### src/common/flash_pkg.sv
package flash_pkg;

	// ----------------------------------------
	// sizes and defaults
	localparam int ADDR_BYTES_DEF = 3;	// 24-bit flash address
	localparam int CLK_DIV_DEF    = 2;	// clk cycles per sck half period
	localparam int LEN_W          = 9;	// counts 1..256 bytes
	localparam int MAX_ADDR_W     = 32;	// address port, low bytes sent

	// ----------------------------------------
	// single line command set
	typedef enum logic [7:0] {
		OP_PROGRAM = 8'h02,	// page program
		OP_READ    = 8'h03,	// normal read, no dummy clocks
		OP_RDSR    = 8'h05,	// read status register 1
		OP_WREN    = 8'h06	// set write enable latch
	} opcode_e;

	// ----------------------------------------
	// status register 1, raw byte or named bits
	typedef union packed {
		logic [7:0] raw;	// as shifted in on miso
		struct packed {
			logic [5:0] rsvd;	// protect bits, not used
			logic       wel;	// write enable latch
			logic       wip;	// write in progress
		} bits;
	} flash_status_u;

endpackage

### src/common/spi_byte_if.sv
interface spi_byte_if;

	// sequencer side
	logic       start;	// one cycle pulse per byte
	logic [7:0] tx_byte;	// sampled with start
	logic       last;	// final byte of frame, sampled with start

	// shifter side
	logic       done;	// one pulse per byte
	logic [7:0] rx_byte;	// valid at done, held until next start

	modport master (
		output start, tx_byte, last,
		input  done, rx_byte
	);

	modport slave (
		input  start, tx_byte, last,
		output done, rx_byte
	);

endinterface

### src/verilog/spi_byte_shifter.sv
module spi_byte_shifter #(
	parameter int CLK_DIV = flash_pkg::CLK_DIV_DEF	// clk cycles per sck half period
) (
	input  logic       clk,
	input  logic       rst,
	spi_byte_if.slave  byte_if,
	output logic       spi_cs_n_o,
	output logic       spi_sck_o,
	output logic       spi_mosi_o,
	input  logic       spi_miso_i
);

	localparam int DIV_W = (CLK_DIV > 1) ? $clog2(CLK_DIV) : 1;

	logic             busy;	// 8 sck periods running
	logic             gap;	// cs high after a last byte
	logic [DIV_W-1:0] div_cnt;
	logic [2:0]       bit_cnt;
	logic             sck, cs_n;
	logic [7:0]       shreg;	// tx out at msb, rx in at lsb
	logic             miso_q;	// bit caught on rising edge
	logic             last_q;
	logic             tick, final_fall;

	assign tick       = (busy || gap) && div_cnt == DIV_W'(CLK_DIV - 1);	// half period end
	assign final_fall = busy && tick && sck && bit_cnt == 3'd7;

	assign byte_if.done    = (final_fall && !last_q) || (gap && tick);
	assign byte_if.rx_byte = {shreg[6:0], miso_q};	// last bit never shifted in
	assign spi_cs_n_o      = cs_n;
	assign spi_sck_o       = sck;
	assign spi_mosi_o      = shreg[7];

	// ----------------------------------------
	// divider, bit count, sck and cs
	always_ff @(posedge clk or posedge rst) begin
		if (rst) begin
			busy    <= 1'b0;
			gap     <= 1'b0;
			div_cnt <= '0;
			bit_cnt <= '0;
			sck     <= 1'b0;	// mode 0 idles low
			cs_n    <= 1'b1;
		end else if (byte_if.start) begin
			busy    <= 1'b1;
			div_cnt <= '0;
			bit_cnt <= '0;
			cs_n    <= 1'b0;	// falls the cycle after start
		end else if (busy) begin
			if (tick) begin
				div_cnt <= '0;
				sck     <= ~sck;
				if (sck) begin	// falling edge
					bit_cnt <= bit_cnt + 3'd1;
					if (bit_cnt == 3'd7) begin
						busy <= 1'b0;
						gap  <= last_q;
						cs_n <= last_q;	// deselect ends the frame
					end
				end
			end else begin
				div_cnt <= div_cnt + 1'b1;
			end
		end else if (gap) begin
			if (tick) begin
				gap     <= 1'b0;
				div_cnt <= '0;
			end else begin
				div_cnt <= div_cnt + 1'b1;
			end
		end
	end

	// ----------------------------------------
	// data path
	always_ff @(posedge clk) begin
		if (byte_if.start) begin
			shreg  <= byte_if.tx_byte;
			last_q <= byte_if.last;
		end else if (busy && tick) begin
			if (!sck)
				miso_q <= spi_miso_i;	// sample on rise
			else if (bit_cnt != 3'd7)
				shreg <= {shreg[6:0], miso_q};	// next mosi bit on fall
		end
	end

	// sequencer waits for done before the next byte
	assert property (@(posedge clk) disable iff (rst)
		byte_if.start |-> !busy && !gap);

endmodule

### src/sequencer/flash_sequencer.sv
module flash_sequencer #(
	parameter int ADDR_BYTES = flash_pkg::ADDR_BYTES_DEF
) (
	input  logic                            clk,
	input  logic                            rst,
	input  logic                            cmd_valid_i,
	output logic                            cmd_ready_o,
	input  logic                            cmd_write_i,
	input  logic [flash_pkg::MAX_ADDR_W-1:0] cmd_addr_i,
	input  logic [flash_pkg::LEN_W-1:0]      cmd_len_i,
	input  logic                            wr_valid_i,
	output logic                            wr_ready_o,
	input  logic [7:0]                      wr_data_i,
	output logic                            rd_valid_o,
	input  logic                            rd_ready_i,
	output logic [7:0]                      rd_data_o,
	output logic                            done_o,
	spi_byte_if.master                      byte_if
);
	import flash_pkg::*;

	localparam int AW   = ADDR_BYTES * 8;	// address bits on the wire
	localparam int AC_W = $clog2(ADDR_BYTES + 1);

	localparam logic [1:0] S_IDLE  = 2'd0;	// ready for a command
	localparam logic [1:0] S_XFER  = 2'd1;	// byte in the shifter
	localparam logic [1:0] S_WAIT  = 2'd2;	// stalled on wr data or rd ack

	localparam logic [1:0] FR_WREN = 2'd0;
	localparam logic [1:0] FR_PROG = 2'd1;
	localparam logic [1:0] FR_RDSR = 2'd2;
	localparam logic [1:0] FR_READ = 2'd3;

	localparam logic [1:0] PH_OPC  = 2'd0;
	localparam logic [1:0] PH_ADDR = 2'd1;
	localparam logic [1:0] PH_DATA = 2'd2;

	logic [1:0]       state, frame, phase;
	logic [AC_W-1:0]  addr_cnt;	// address bytes still to send
	logic [LEN_W-1:0] len_cnt;	// data bytes still to move
	logic [AW-1:0]    addr_q;	// top byte goes out next
	logic [7:0]       tx_q;
	logic             start_q, last_q;
	logic             cmd_hs, step, issue, rx_load, rd_room;
	flash_status_u    status;
	// decision for the byte after the one just finished
	logic             nxt_go, nxt_fin, nxt_wr, nxt_cnt, nxt_last;
	logic [1:0]       nxt_frame, nxt_phase;
	logic [7:0]       nxt_tx;

	assign cmd_ready_o     = (state == S_IDLE);
	assign cmd_hs          = cmd_valid_i && cmd_ready_o;
	assign step            = (state == S_XFER && byte_if.done) || state == S_WAIT;
	assign issue           = step && nxt_go && !nxt_fin;
	assign rx_load         = state == S_XFER && byte_if.done && frame == FR_READ
	                         && phase == PH_DATA;
	assign rd_room         = !rx_load && (!rd_valid_o || rd_ready_i);	// buffer empty or leaving
	assign status          = flash_status_u'(byte_if.rx_byte);
	assign wr_ready_o      = step && nxt_wr;
	assign byte_if.start   = start_q;
	assign byte_if.tx_byte = tx_q;
	assign byte_if.last    = last_q;

	// ----------------------------------------
	// next byte selection
	always_comb begin
		nxt_go    = 1'b1;
		nxt_fin   = 1'b0;
		nxt_wr    = 1'b0;
		nxt_cnt   = 1'b0;
		nxt_last  = 1'b0;
		nxt_tx    = 8'h00;	// dummy byte clocks miso in
		nxt_frame = frame;
		nxt_phase = PH_DATA;
		if (frame == FR_WREN) begin	// latch set, program follows
			nxt_frame = FR_PROG;
			nxt_phase = PH_OPC;
			nxt_tx    = OP_PROGRAM;
		end else if (frame == FR_RDSR && phase == PH_OPC) begin
			nxt_last = 1'b1;	// status byte ends the frame
		end else if (frame == FR_RDSR) begin
			if (status.bits.wip) begin	// still busy, poll again
				nxt_phase = PH_OPC;
				nxt_tx    = OP_RDSR;
			end else begin
				nxt_fin = 1'b1;
			end
		end else if (phase == PH_OPC || (phase == PH_ADDR && addr_cnt != '0)) begin
			nxt_phase = PH_ADDR;
			nxt_tx    = addr_q[AW-1 -: 8];	// high byte first
		end else if (last_q) begin	// data frame complete
			if (frame == FR_PROG) begin
				nxt_frame = FR_RDSR;
				nxt_phase = PH_OPC;
				nxt_tx    = OP_RDSR;
			end else begin
				nxt_fin = 1'b1;
				nxt_go  = rd_room;	// finish once final byte handed off
			end
		end else begin
			nxt_cnt  = 1'b1;
			nxt_last = (len_cnt == LEN_W'(1));
			if (frame == FR_PROG) begin
				nxt_wr = 1'b1;
				nxt_tx = wr_data_i;
				nxt_go = wr_valid_i;
			end else begin
				nxt_go = rd_room;
			end
		end
	end

	// ----------------------------------------
	// control state
	always_ff @(posedge clk or posedge rst) begin
		if (rst) begin
			state      <= S_IDLE;
			frame      <= FR_READ;
			phase      <= PH_OPC;
			addr_cnt   <= '0;
			len_cnt    <= '0;
			start_q    <= 1'b0;
			last_q     <= 1'b0;
			done_o     <= 1'b0;
			rd_valid_o <= 1'b0;
		end else begin
			start_q <= 1'b0;
			done_o  <= 1'b0;
			if (cmd_hs) begin
				state    <= S_XFER;
				start_q  <= 1'b1;
				last_q   <= cmd_write_i;	// wren is a one byte frame
				frame    <= cmd_write_i ? FR_WREN : FR_READ;
				phase    <= PH_OPC;
				addr_cnt <= AC_W'(ADDR_BYTES);
				len_cnt  <= cmd_len_i;
			end else if (step) begin
				if (!nxt_go) begin
					state <= S_WAIT;	// sck parked low, cs held
				end else if (nxt_fin) begin
					state  <= S_IDLE;
					done_o <= 1'b1;
				end else begin
					state   <= S_XFER;
					start_q <= 1'b1;
					last_q  <= nxt_last;
					frame   <= nxt_frame;
					phase   <= nxt_phase;
					if (nxt_phase == PH_ADDR)
						addr_cnt <= addr_cnt - 1'b1;
					if (nxt_cnt)
						len_cnt <= len_cnt - 1'b1;
				end
			end
			if (rx_load)
				rd_valid_o <= 1'b1;
			else if (rd_ready_i)
				rd_valid_o <= 1'b0;
		end
	end

	// ----------------------------------------
	// payload, no reset
	always_ff @(posedge clk) begin
		if (cmd_hs) begin
			tx_q   <= cmd_write_i ? OP_WREN : OP_READ;
			addr_q <= cmd_addr_i[AW-1:0];	// upper port bits unused
		end else if (issue) begin
			tx_q <= nxt_tx;
			if (nxt_phase == PH_ADDR)
				addr_q <= addr_q << 8;
		end
		if (rx_load)
			rd_data_o <= byte_if.rx_byte;
	end

	// read byte held until taken
	assert property (@(posedge clk) disable iff (rst)
		rd_valid_o && !rd_ready_i |=> rd_valid_o && $stable(rd_data_o));

	// one command at a time, busy until its done pulse
	assert property (@(posedge clk) disable iff (rst)
		cmd_hs |=> !cmd_ready_o until done_o);

endmodule

### src/verilog/spi_flash_top.sv
module spi_flash_top #(
	parameter int ADDR_BYTES = flash_pkg::ADDR_BYTES_DEF,	// address bytes per frame
	parameter int CLK_DIV    = flash_pkg::CLK_DIV_DEF	// clk cycles per sck half
) (
	input  logic                            clk,
	input  logic                            rst,
	// command channel
	input  logic                            cmd_valid_i,
	output logic                            cmd_ready_o,
	input  logic                            cmd_write_i,	// 1 program, 0 read
	input  logic [flash_pkg::MAX_ADDR_W-1:0] cmd_addr_i,
	input  logic [flash_pkg::LEN_W-1:0]      cmd_len_i,	// 1..256
	// program data in
	input  logic                            wr_valid_i,
	output logic                            wr_ready_o,
	input  logic [7:0]                      wr_data_i,
	// read data out
	output logic                            rd_valid_o,
	input  logic                            rd_ready_i,
	output logic [7:0]                      rd_data_o,
	output logic                            done_o,	// command finished
	// flash pins
	output logic                            spi_cs_n_o,
	output logic                            spi_sck_o,
	output logic                            spi_mosi_o,
	input  logic                            spi_miso_i
);

	spi_byte_if byte_bus ();	// sequencer <-> shifter

	flash_sequencer #(.ADDR_BYTES(ADDR_BYTES)) u_seq (
		.clk(clk), .rst(rst),
		.cmd_valid_i(cmd_valid_i), .cmd_ready_o(cmd_ready_o),
		.cmd_write_i(cmd_write_i), .cmd_addr_i(cmd_addr_i), .cmd_len_i(cmd_len_i),
		.wr_valid_i(wr_valid_i), .wr_ready_o(wr_ready_o), .wr_data_i(wr_data_i),
		.rd_valid_o(rd_valid_o), .rd_ready_i(rd_ready_i), .rd_data_o(rd_data_o),
		.done_o(done_o),
		.byte_if(byte_bus.master)
	);

	spi_byte_shifter #(.CLK_DIV(CLK_DIV)) u_shift (
		.clk(clk), .rst(rst),
		.byte_if(byte_bus.slave),
		.spi_cs_n_o(spi_cs_n_o), .spi_sck_o(spi_sck_o),
		.spi_mosi_o(spi_mosi_o), .spi_miso_i(spi_miso_i)
	);

endmodule

### config.mk
export PLATFORM = sky130hd
export DESIGN_NAME = spi_flash_top
export DESIGN_NICKNAME = d
export VERILOG_FILES = /design/src/common/flash_pkg.sv /design/src/common/spi_byte_if.sv /design/src/verilog/spi_byte_shifter.sv /design/src/sequencer/flash_sequencer.sv /design/src/verilog/spi_flash_top.sv
export SDC_FILE = /design/constraint.sdc
export NUM_CORES = 1
export LEC_CHECK = 0
export ABC_AREA = 1
export BUFFER_PORTS_ARGS = -buffer_cell sky130_fd_sc_hd__buf_2
export CAP_MARGIN = 25
export CELL_PAD_IN_SITES_DETAIL_PLACEMENT = 0
export CELL_PAD_IN_SITES_GLOBAL_PLACEMENT = 1
export CORE_MARGIN = 2
export CORE_UTILIZATION = 40
export DETAILED_ROUTE_END_ITERATION = 6
export PLACE_DENSITY = 0.77
export SYNTH_ARGS = -nofsm -noshare
export SYNTH_HDL_FRONTEND = slang
export SYNTH_SLANG_ARGS = --single-unit
### constraint.sdc
create_clock -name clk -period 2.3 [get_ports clk]
set_input_delay 0.23 -clock clk [delete_from_list [all_inputs] [get_ports clk]]
set_output_delay 0.23 -clock clk [all_outputs]
set_load 0.005 [all_outputs]
-- After elaboration in Yosys (flattened, before gate mapping)
Index checks and enable logic that the tools add are counted.
- add/sub/neg operators: 4
- multiply operators: 0
- div/mod/pow operators: 0
- order comparisons: 0
- equality and inequality tests: 18
- shifts and indexed selects: 0
- multiplexer cells: 119
- bitwise logic cells: 2
- reductions and logical operators: 55
- operators by type and width (operator ; count):
    8-bit 2-to-1 mux ; 12
    24-bit 2-to-1 mux ; 3
    1-bit 2-to-1 mux ; 62
    2-bit 2-to-1 mux ; 30
    9-bit 2-to-1 mux ; 5
    2-bit nonzero test ; 13
    3-bit 2-to-1 mux ; 7
    1-bit logical AND ; 16
    4-bit AND reduction ; 4
    3-bit AND reduction ; 5
    9-bit by 1-bit == test with 1-bit output (second input constant) ; 1
    3-bit by 1-bit != test with 1-bit output (second input constant) ; 3
    3-bit nonzero test ; 3
    9-bit by 1-bit subtractor with 9-bit output (second input constant) ; 1
    2-bit by 1-bit == test with 1-bit output (second input constant) ; 4
    2-bit == test (second input constant) ; 4
    8-bit AND reduction ; 1
    2-bit zero test ; 3
    2-bit != test (second input constant) ; 3
    1-bit logical OR ; 5
    1-bit zero test ; 4
    3-bit by 1-bit adder with 3-bit output (second input constant) ; 1
    3-bit == test (second input constant) ; 1
    3-bit != test (second input constant) ; 1
    other kinds (5) ; 6
- bits in registers: 79
- bits in latches: 0
- memory bits (writable): 0
- bits in read-only memories: 0
- input port bits: 56
- output and inout port bits: 15
- word-level logic and storage cells: 219
- memories kept: 0

-- Depth between registers and ports, before layout
Gate-level depths: netlist of run 1.
- depth after elaboration: 22
- mapped depth: 14
- gate-level depth less buffers: 14

-- Hierarchy
Synthesis of run 1 repeated with hierarchy kept, for this count alone.
- cells, all modules: 452
- area total of the unflattened synthesis: 3966.3 um^2
- by module, submodules not included (module ; times used ; cells each ; area an instance (um^2) ; seq. area each (um^2)):
    flash_sequencer ; 1 ; 355 ; 3090.5 ; 1729.2
    spi_byte_shifter ; 1 ; 97 ; 875.8 ; 501.7

-- Worst setup path before layout of run 1
No wires, ideal clock.
- kind: flip-flop to flip-flop
- start: reg u_shift.bit_cnt[0]
- end: reg u_seq.addr_q[0] (enable)
- setup time: 363 ps
- arrival: 1665 ps
- data required time: 1937 ps
- setup slack: 272 ps
- stages on the path, launching flop included: 11
- path buffers: 0
- clock period less this slack: 2028 ps
- path through: dfrtp_1 > ha_1 > ha_1 > nand2_1 > nor2_4 > nand2_2 > nand2_4 > nand3_1 > nand2_2 > nand4_1 > nand2_2
- cells in the longest elaborated chain, start to end: 19
- elaborated cells on any way between the ends: 21
- classes of those cells: eq/ne (1); mux (7); reduce/logical (13)
- RTL lines (element ; line ; source):
    start, declared ; spi_byte_shifter.sv:18 ; logic [2:0] bit_cnt;
    start signal, assigned ; spi_byte_shifter.sv:54 ; bit_cnt <= bit_cnt + 3'd1;
    3-bit == test * ; spi_byte_shifter.sv:26 ; assign final_fall = busy && tick && sck && bit_cnt == 3'd7;
    1-bit logical AND * ; spi_byte_shifter.sv:26 ;
    1-bit logical AND * ; spi_byte_shifter.sv:28 ; assign byte_if.done = (final_fall && !last_q) || (gap && tick);
    1-bit logical OR * ; spi_byte_shifter.sv:28 ;
    1-bit logical AND * ; flash_sequencer.sv:53, flash_sequencer.sv:55 ;
    1-bit logical AND ; flash_sequencer.sv:55 ; assign rx_load = state == S_XFER && byte_if.done && frame == FR_READ
    1-bit logical AND ; flash_sequencer.sv:56 ; && phase == PH_DATA;
    1-bit zero test ; flash_sequencer.sv:57 ; assign rd_room = !rx_load && (!rd_valid_o || rd_ready_i);
    (+2 left out) ; n/a ;
    1-bit 2-to-1 mux ; flash_sequencer.sv:91 ; end else if (last_q) begin
    1-bit 2-to-1 mux ; flash_sequencer.sv:88 ; end else if (phase == PH_OPC || (phase == PH_ADDR && addr_cnt != '0)) begin
    1-bit 2-to-1 mux ; flash_sequencer.sv:81 ; end else if (frame == FR_RDSR) begin
    1-bit 2-to-1 mux ; flash_sequencer.sv:79 ; end else if (frame == FR_RDSR && phase == PH_OPC) begin
    1-bit 2-to-1 mux ; flash_sequencer.sv:75 ; if (frame == FR_WREN) begin
    1-bit logical AND * (2 in a row) ; flash_sequencer.sv:54 ; assign issue = step && nxt_go && !nxt_fin;
    2-bit nonzero test (no source line) * ; n/a ;
    2-bit AND reduction (no source line) * ; n/a ;
    end signal, assigned ; flash_sequencer.sv:167 ; addr_q <= cmd_addr_i[AW-1:0];
    end signal, assigned ; flash_sequencer.sv:171 ; addr_q <= addr_q << 8;
    end, declared ; flash_sequencer.sv:41 ; logic [AW-1:0] addr_q;
Mark *: on every way between the ends. The rest lies on a longest branch, timed or not.
A chain may end at the register's enable or synchronous reset.

-- Worst setup path in the final report of run 1
- start: reg u_shift.bit_cnt[0]
- end: out wr_ready_o
- cells in the longest elaborated chain, start to end: 7
- RTL lines (element ; line ; source):
    3-bit == test ; spi_byte_shifter.sv:26 ;
    1-bit logical AND ; spi_byte_shifter.sv:26 ;
    1-bit logical AND ; spi_byte_shifter.sv:28 ;
    1-bit logical OR ; spi_byte_shifter.sv:28 ;
    1-bit logical AND ; flash_sequencer.sv:53 ; assign step = (state == S_XFER && byte_if.done) || state == S_WAIT;
    1-bit logical OR ; flash_sequencer.sv:53 ;
    1-bit logical AND ; flash_sequencer.sv:59 ; assign wr_ready_o = step && nxt_wr;
    end, declared ; spi_flash_top.sv:15 ; output logic wr_ready_o,
Every way passes these cells.

==> metrics.md, run 1 <==
| Metric | Value |
|---|---|
| Status | complete, no violations |
| Fin. max-slew vios | 0 |
| Initial Util | 41.3% |
| RSZ-0062 raised after global routing | no |
| Input/output buffers | 62 |
| Area Growth Syn to Fin | 19.2% |
| Worst EP required | 2.07 ns |
| Syn avg cell area | 9.13 sq um |
| Finish-stage setup viols | 0 |
| Synth Area in XOR/XNOR | 0.914% |
| Via/cell ratio | 4.71 |
| Main combinational cell family by area after synthesis | simple AND/OR/NAND/NOR gates |
| Worst-path fanout max | 4 |
| Compound-gate portion of the synthesized area | 7.50% |
| Cell Pwr Density | 1220 nW/um^2 |
| Core ar. | 9280 sq um |
| Worst min path class | input pin to register |
| GP Congestion | 0.813 |
| Simple-gate share of the synthesized area | 25.9% |
| # diodes | 0 |
| Post-Synthesis Cells | 420 |
| M1 GR Usage | 19.9% |
| WL/cell | 11.7 um |
| Fin crit share | 94.6% |
| WS Path Type | register to output pin |
| Worst vdd ir | 0.000411 V |
| Die ar. | 10400 sq um |
| Nets | 554 |
| FILL cells | 910 |
| Clk root buf | clkbuf_8 |
| Number of max-cap violations | 0 |
| First-pass GRT wire length | 12700 um |
| DR DRC count | 0 |
| Vias | 2956 |
| Layout cell share with drive strength beyond 1 | 22.9% |
| Post-synth top area cell | edfxtp_1 |
| Placed Cells | 607 |
| Pre-Repair DR Iteration Count | 4 |
| HPWL Detailed | 5290 um |
| Setup_tns | 0 ns |
| Arrival time worst endpoint | 1.95 ns |
| Critical path launch point type | register |
| Final Skew | 0.00915 ns |
| Post-synthesis adder-cell area fraction | 1.63% |
| Initial DRC count | 162 |
| Library cells used by synthesis | 33 |
| Synth top area share | 39.2% |
| Most frequent cells in the layout | nand2_1, buf_2, edfxtp_1 |
| Hold Slack | 0.0624 ns |
| Global route hottest layer | met2 |
| Total gr overflow | 0 |
| Slew HR | 70.6% |
| Commonest non-fill, non-tap cell in the layout | nand2_1 |
| Crit end category | output pin |
| # IOs | 71 |
| Tmin final | 2.18 ns |
| Vias in the first global route | 2780 |
| CTS tree | yes |
| H-tree lvl count | 3 |
| Routed Wire Length | 7330 um |
| Cts bufs inserted | 9 |
| Synthesis-stage register bit count | 79 |
| Synth top area cells | edfxtp_1, dfrtp_1, nand2_1 |
| GR Util All Layers | 15.5% |
| Syn Std Cell Area | 3830 sq um |
| Syn_nets | 481 |
| Register area share after synthesis | 58.2% |
| Multiplexer area fraction after synthesis | 0% |
| Fin worst setup slack | 0.124 ns |
| DIE WIDTH | 102 um |
| Fmax | 460 MHz |
| CTS max path bufs | 2 |
| Post-Layout Cell Count | 627 |
| CTS Sinks | 79 |
| Worst-Skew Late Latency | 0.35 ns |
| Leakage power | 2.17 nW |
| Clock transition at path regs | 0.08 ns |
| Met3 usage | 3.01% |
| Antenna-violating nets left | 0 |
| Yosys warns | 0 |
| M2 GR Usage | 26.2% |
| Pre-CTS setup slack | 0.212 ns |
| Height of the chip | 102 um |
| Fin. Hold Viols | 0 |
| Initial antenna violation count | 0 |
| Row cnt | 35 |
| Final Core Density | 49.3% |
| Largest net degree at the start of global routing | 42 |
| Worst slew pin tran | 0.441 ns |
routing by layer:
metal / part of all wire, % / vias to the layer above
met5: 0 / -
met3: 4.5 / 14
met1: 45 / 1349
met4: 2.1 / 0
li1: - / 1518
met2: 49 / 75
state kept, by name (all words and copies together), names as in the netlist, 3 cells and up:
| signal | cells |
|---|---|
| u_seq.addr_q | 24 |
| u_seq.byte_if.tx_byte | 8 |
| u_seq.len_cnt | 9 |
| u_seq.rd_data_o | 8 |
| u_shift.bit_cnt | 3 |
| u_shift.shreg | 8 |
worst max-delay path, stage by stage (launching register included):
cell and delay, ns:
dfrtp_1 0.38, ha_1 0.16, ha_1 0.19, nand2_2 0.09, nor2_4 0.13, nand2_2 0.07, nand2_4 0.07, nand3_1 0.08
nand2_2 0.12, inv_1 0.07, nor2_1 0.12, buf_2 0.13
area by class of cell:
class	count	area (sq um)	share of cell area [%]
clock buffers	10	128	2.79
clock inverters	6	91.3	2.00
inverters	45	173	3.78
multi-input cells	285	1380	30.2
flip-flops and latches	79	2230	48.8
well taps	129	161	3.53
repair buffers	73	408	8.92
synthesized netlist by cell type:
library cell and n:
a21oi_1 14, a22oi_1 6, a311o_1 1, a31oi_1 2
buf_2 6, buf_4 1, clkbuf_1 4, clkinv_2 1
dfrtp_1 26, dfstp_2 3, edfxtp_1 50, ha_1 5
inv_1 41, inv_2 2, inv_4 1, nand2_1 135
nand2_2 7, nand2_4 4, nand3_1 24, nand3_2 4
nand4_1 3, nor2_1 39, nor2_4 2, nor3_1 3
nor3_2 1, nor3b_4 1, o21ai_0 26, o21ai_1 1
o21bai_1 1, o31ai_1 1, or2_1 1, xnor2_1 1
xor2_1 3
through the flow:
| step | power [mW] | area [sq um] |
|---|---|---|
| after global routing | 6.05 | 4570 |
| after CTS | 5.58 | 4550 |
| after detailed placement | 4.44 | 4320 |
| after floorplan | 3.91 | 3830 |
| final | 5.57 | 4570 |
| after global placement | 4.39 | 4320 |
logic make-up (layout without fill, tap and decap cells):
group	count (synthesis)	count (layout)
xor+xnor	4	4
fa+ha+maj	5	5
buf+inv	56	134
compound gates	52	52
simple gates	224	224
flops	79	79
timing repair:
| item | 4_1_cts | 5_1_grt |
|---|---|---|
| hold buffers | 1 | 0 |
| buffers inserted | 0 | 3 |
| endpoints found under the hold margin | 8 | 0 |
| setup endpoints to repair | 0 | 1 |
| resized for setup | 0 | 1 |
final timing paths:
kind	start	end	slack (ns)	depth (start not counted)
max	u_shift.bit_cnt[0]	wr_ready_o	0.12	11
min reg2reg	u_shift.shreg[0]	u_seq.rd_data_o[1]	0.46	0
min in group asynchronous	rst	u_seq.rd_valid_o	0.41	3
min	spi_miso_i	u_shift.miso_q	0.06	1
max in group asynchronous	rst	u_seq.frame[0]	1.33	4
max reg2reg	u_shift.bit_cnt[0]	u_seq.len_cnt[6]	0.16	14
power breakdown:
part           internal, mW  switching (mW)
Clock                 0.619           0.508
Sequential             2.17           0.309
Combinational         0.718            1.24
Total                  3.51            2.06
No activity file was read; power rests on OpenSTA's default activity.
==> run 2: changes to the inputs <==
--- a/config.mk
+++ b/config.mk
@@ -10,6 +10,7 @@
 export CAP_MARGIN = 25
 export CELL_PAD_IN_SITES_DETAIL_PLACEMENT = 0
 export CELL_PAD_IN_SITES_GLOBAL_PLACEMENT = 1
+export CORE_ASPECT_RATIO = 0.6
 export CORE_MARGIN = 2
 export CORE_UTILIZATION = 40
 export DETAILED_ROUTE_END_ITERATION = 6
==> run 2 against run 1 <==
Worst setup slack improved by 0.040 ns; first-iteration DRC count decreased by 1.9%; die area increased by 0.25%; largest power group unchanged; highest routed layer unchanged; sequential share of layout area decreased by 0.84 points; clock skew decreased by 0.0049 ns; critical path type unchanged; global-route usage increased by 0.25 points; cell count decreased by 0.32%.
==> metrics.md, run 2 (synthesized netlist as in run 1, its figures left out) <==
| Metric | Value |
|---|---|
| Post-route cell area | 4650 sq um |
| Final Skew | 0.00420 ns |
| CTS tree | yes |
| CTS Sinks | 79 |
| Die ar. | 10400 sq um |
| WL/cell | 12.6 um |
| Most frequent cells in the layout | nand2_1, buf_2, edfxtp_1 |
| H-tree lvl count | 3 |
| DIE WIDTH | 130 um |
| Worst path slowest cell | dfrtp_1 |
| Fin. Hold Viols | 0 |
| Critical path launch point type | register |
| Finish-stage setup viols | 0 |
| Pre-Repair DR Iteration Count | 4 |
| Worst vdd ir | 0.000511 V |
| Worst-Skew Late Latency | 0.32 ns |
| Worst min path class | input pin to register |
| Routed Wire Length | 7860 um |
| Commonest non-fill, non-tap cell in the layout | nand2_1 |
| Setup_tns | 0 ns |
| Crit end category | output pin |
| Input/output buffers | 62 |
| Clock transition at path regs | 0.06 ns |
| # diodes | 0 |
| Cell Pwr Density | 1280 nW/um^2 |
| Core ar. | 9260 sq um |
| Initial antenna violation count | 0 |
| Fmax | 468 MHz |
| Antenna-violating nets left | 0 |
| Initial Util | 41.4% |
| Height of the chip | 79.8 um |
| # IOs | 71 |
| Via/cell ratio | 4.62 |
| Cts bufs inserted | 9 |
| Leakage power | 2.20 nW |
| Slew HR | 69.2% |
| Worst-path fanout max | 4 |
| Tmin final | 2.14 ns |
| GR Util All Layers | 15.8% |
| RSZ-0062 raised after global routing | no |
| Largest net degree at the start of global routing | 42 |
| Worst slew pin tran | 0.461 ns |
| HPWL Detailed | 5470 um |
| Fin. max-slew vios | 0 |
| CP Cell Sequence | ha_1 -> ha_1 -> nand2_2 -> nor2_4 -> nand2_2 -> nand2_4 -> nand3_1 -> nand2_2 -> inv_1 -> nor2_1 -> buf_2 |
| Largest stage delay, worst path | 0.38 ns |
| Worst EP required | 2.07 ns |
| Arrival time worst endpoint | 1.91 ns |
| Layout cell share with drive strength beyond 1 | 22.6% |
| Area Growth Syn to Fin | 21.3% |
| Vias in the first global route | 2639 |
| Clk root buf | clkbuf_16 |
| Largest regs | u_seq.addr_q (24), u_seq.len_cnt (9) |
| Max FFs per register | 24 |
| DR DRC count | 0 |
| WS Path Type | register to output pin |
| First-pass GRT wire length | 12600 um |
| Initial DRC count | 159 |
| Row cnt | 27 |
| Nets | 551 |
| Critical path's most frequent cell | nand2_2 |
| CTS max path bufs | 2 |
| Fin crit share | 92.9% |
| Vias | 2886 |
| Total gr overflow | 0 |
| GP Congestion | 0.821 |
| Most flop-heavy register | u_seq.addr_q |
| Status | complete, no violations |
| Area after DPL | 4310 sq um |
| Number of max-cap violations | 0 |
run 2: cell count changes in the layout (fill, tap and decap cells not counted):
| cell | previous run | this run |
|---|---|---|
| clkbuf_1 | 1 | 0 |
| clkinvlp_4 | 0 | 1 |
| clkbuf_16 | 0 | 9 |
| inv_6 | 2 | 1 |
| buf_4 | 9 | 6 |
| clkbuf_8 | 9 | 0 |
| clkinv_2 | 2 | 3 |
run 2: where the power goes:
part | internal (mW) | switching [mW] | total [mW] | leakage, nW
clock | 0.951 | 0.552 | 1.50 | 0.156
combinational | 0.700 | 1.27 | 1.97 | 1.22
sequential | 2.17 | 0.328 | 2.50 | 0.824
total | 3.83 | 2.15 | 5.97 | 2.20
run 2: worst paths after layout:
path | startpoint | end | slack, ns | depth (start not counted)
max in group asynchronous | rst | u_seq.frame[1] | 1.46 | 4
setup / recovery | u_shift.bit_cnt[0] | wr_ready_o | 0.16 | 11
setup reg to reg | u_shift.bit_cnt[0] | u_seq.byte_if.tx_byte[6] | 0.25 | 11
hold reg to reg | u_shift.shreg[6] | u_seq.rd_data_o[7] | 0.46 | 0
min in group asynchronous | rst | u_shift.div_cnt | 0.52 | 4
hold / removal | spi_miso_i | u_shift.miso_q | 0.08 | 1
run 2: stage by stage:
stage / hold slack, ns / instances / util (%) / worst slack (ns) / power [mW]
finish: 0.0801 / 625 / 50.3 / 0.164 / 5.97
global route: 0.0630 / 625 / 50.3 / 0.0140 / 6.43
CTS: 0.0685 / 624 / 50.2 / 0.0948 / 6.00
detailed placement: 0.337 / 607 / 46.6 / 0.224 / 4.47
global placement: 0.330 / 607 / 46.6 / 0.259 / 4.42
floorplan: 0.306 / 420 / - / 0.272 / 3.91
run 2: repair_timing:
action,in CTS,in global routing
setup endpoints to repair,0,1
hold buffers,1,0
endpoints found under the hold margin,26,0
setup buffers,0,1
gates resized for setup,0,1
run 2: worst max-delay path: cells and delay by family (launching register included):
family	cells	cell delay, ns
fa+ha+maj	2	0.34
buf+inv	2	0.20
flops	1	0.38
simple gates	7	0.66
run 2: area by class of cell:
class                      count  area [sq um]
clock buffer                   9           225
tap                          130           163
inverter                      45           173
multi-input combinational    285          1380
fill                         911          4600
sequential                    79          2230
timing repair buffer          70           385
clock inverter                 7          95.1
run 2: metal layers:
layer  GRT usage (%)  wire length, um
met5               0                0
met1            22.7             4000
met2            23.1             3410
met4            4.47               36
met3            4.62              406
==> run 3: changes to the inputs <==
--- a/config.mk
+++ b/config.mk
@@ -13,8 +13,10 @@
 export CORE_ASPECT_RATIO = 0.6
 export CORE_MARGIN = 2
 export CORE_UTILIZATION = 40
+export CTS_BUF_LIST = sky130_fd_sc_hd__clkbuf_16
 export DETAILED_ROUTE_END_ITERATION = 6
 export PLACE_DENSITY = 0.77
+export RECOVER_POWER = 100
 export SYNTH_ARGS = -nofsm -noshare
 export SYNTH_HDL_FRONTEND = slang
 export SYNTH_SLANG_ARGS = --single-unit
==> run 3 against run 2 <==
Clock-buffer cell count did not move; first-iteration DRC count grew 5.0%; combinational power shrank 3%; hold slack hardly changed; global-route usage did not move; sequential power about the same; fmax is 1.2% lower; total power fell by 0.93%; critical path depth stayed put; critical path type is now register to register.
==> metrics.md, run 3 (synthesized netlist as in run 1, its figures left out) <==
| Metric | Value |
|---|---|
| Status | complete, no violations |
| Tmin final | 2.16 ns |
| Fin. max-slew vios | 0 |
| Worst-Skew Late Latency | 0.32 ns |
| Fin. Hold Viols | 0 |
| Pre-Repair DR Iteration Count | 4 |
| Fin crit share | 94.0% |
| Slew HR | 48.1% |
| Cts bufs inserted | 9 |
| Largest net degree at the start of global routing | 42 |
| Post-route cell area | 4600 sq um |
| Via/cell ratio | 4.63 |
| Initial antenna violation count | 0 |
| Area after DPL | 4310 sq um |
| Fmax | 463 MHz |
| Core ar. | 9260 sq um |
| CTS max path bufs | 2 |
| Commonest non-fill, non-tap cell in the layout | nand2_1 |
| Arrival time worst endpoint | 2.18 ns |
| Routed Wire Length | 7820 um |
| Antenna-violating nets left | 0 |
| Worst EP required | 2.32 ns |
| FILL cells | 922 |
| DR DRC count | 0 |
| WS Path Type | register to register |
| Clock transition at path regs | 0.06 ns |
| Initial DRC count | 167 |
| Setup_tns | 0 ns |
| Height of the chip | 79.8 um |
| CTS Sinks | 79 |
| Number of max-cap violations | 0 |
| # IOs | 71 |
| Register area | 2230 sq um |
| Final Skew | 0.00402 ns |
| Input/output buffers | 62 |
| DIE WIDTH | 130 um |
| Clk root buf | clkbuf_16 |
| Worst vdd ir | 0.000499 V |
| Worst slew pin tran | 0.778 ns |
| CTS tree | yes |
| Total gr overflow | 0 |
| Largest regs | u_seq.addr_q (24), u_seq.len_cnt (9) |
| Worst-path fanout max | 15 |
| Cell Pwr Density | 1290 nW/um^2 |
| H-tree lvl count | 3 |
| RSZ-0062 raised after global routing | no |
| WL/cell | 12.5 um |
| Most flop-heavy register | u_seq.addr_q |
| Vias | 2893 |
| Multi-input gate area | 1350 sq um |
| Vias in the first global route | 2639 |
| GR Util All Layers | 15.8% |
| HPWL Detailed | 5470 um |
| Area Growth Syn to Fin | 19.9% |
| Crit end category | register |
| Final Power | 5.92 mW |
| Final Core Density | 49.7% |
| GP Congestion | 0.821 |
| Row cnt | 27 |
| # diodes | 0 |
| Finish-stage setup viols | 0 |
| Layout cell share with drive strength beyond 1 | 18.4% |
| First-pass GRT wire length | 12600 um |
| Nets | 551 |
| Die ar. | 10400 sq um |
| Most frequent cells in the layout | nand2_1, buf_2, edfxtp_1 |
| Max FFs per register | 24 |
| Critical path launch point type | register |
| Initial Util | 41.4% |
| Leakage power | 2.15 nW |
| Worst min path class | input pin to register |
[run 3: critical path, cell delays in order, from the launching register on]
cell	delay, ns
dfrtp_1	0.40
ha_1	0.21
ha_1	0.22
nand2_2	0.10
nor2_4	0.05
nand2_2	0.07
nand2_4	0.06
nand3_1	0.16
nand3_1	0.16
nand2_2	0.11
nand3_2	0.12
nand2_4	0.19
[run 3: layer usage]
| metal | global-route usage, % | share of wire [%] | vias to the layer above |
|---|---|---|---|
| met3 | 4.62 | 5.5 | 4 |
| met5 | 0 | 0 | - |
| met1 | 22.7 | 51 | 1293 |
| met4 | 4.47 | 0.46 | 0 |
| li1 | - | - | 1516 |
| met2 | 23.1 | 43 | 80 |
[run 3: path summary, 6_finish.rpt]
kind | start | endpoint | slack (ns) | cells after the start
setup / recovery | u_shift.bit_cnt[0] | u_seq.byte_if.tx_byte[0] | 0.14 | 11
hold / removal | spi_miso_i | u_shift.miso_q | 0.08 | 1
setup reg to reg | u_shift.bit_cnt[0] | u_seq.byte_if.tx_byte[0] | 0.14 | 11
hold reg to reg | u_shift.shreg[1] | u_seq.rd_data_o[2] | 0.46 | 0
max in group asynchronous | rst | u_seq.phase[1] | 1.15 | 4
min in group asynchronous | rst | u_shift.div_cnt | 0.66 | 4
[run 3: through the flow]
step / cells / hold WS [ns] / setup slack (ns)
floorplan: 420 / 0.306 / 0.272
global placement: 607 / 0.330 / 0.259
detailed placement: 607 / 0.337 / 0.224
CTS: 624 / 0.0685 / 0.0948
global route: 625 / 0.0630 / 0.00882
finish: 625 / 0.0803 / 0.139
[run 3: area by class of cell]
| type | instances | area share [%] |
|---|---|---|
| Clock buffer | 9 | 4.90 |
| Inverter | 45 | 3.70 |
| Timing Repair Buffer | 70 | 7.84 |
| Multi-Input combinational cell | 285 | 29.4 |
| Sequential cell | 79 | 48.5 |
| Clock inverter | 7 | 2.07 |
| Tap cell | 130 | 3.54 |
[run 3: power breakdown]
part           internal (mW)  switching [mW]  total, mW
clock network          0.951           0.550       1.50
logic                  0.665            1.26       1.92
registers               2.18           0.318       2.49
[run 3: repair_timing]
action | CTS | global route
endpoints found under the setup margin | 0 | 1
hold buffers | 1 | 0
gates resized for setup | 0 | 1
setup buffers | 0 | 1
hold endpoints to repair | 26 | 0
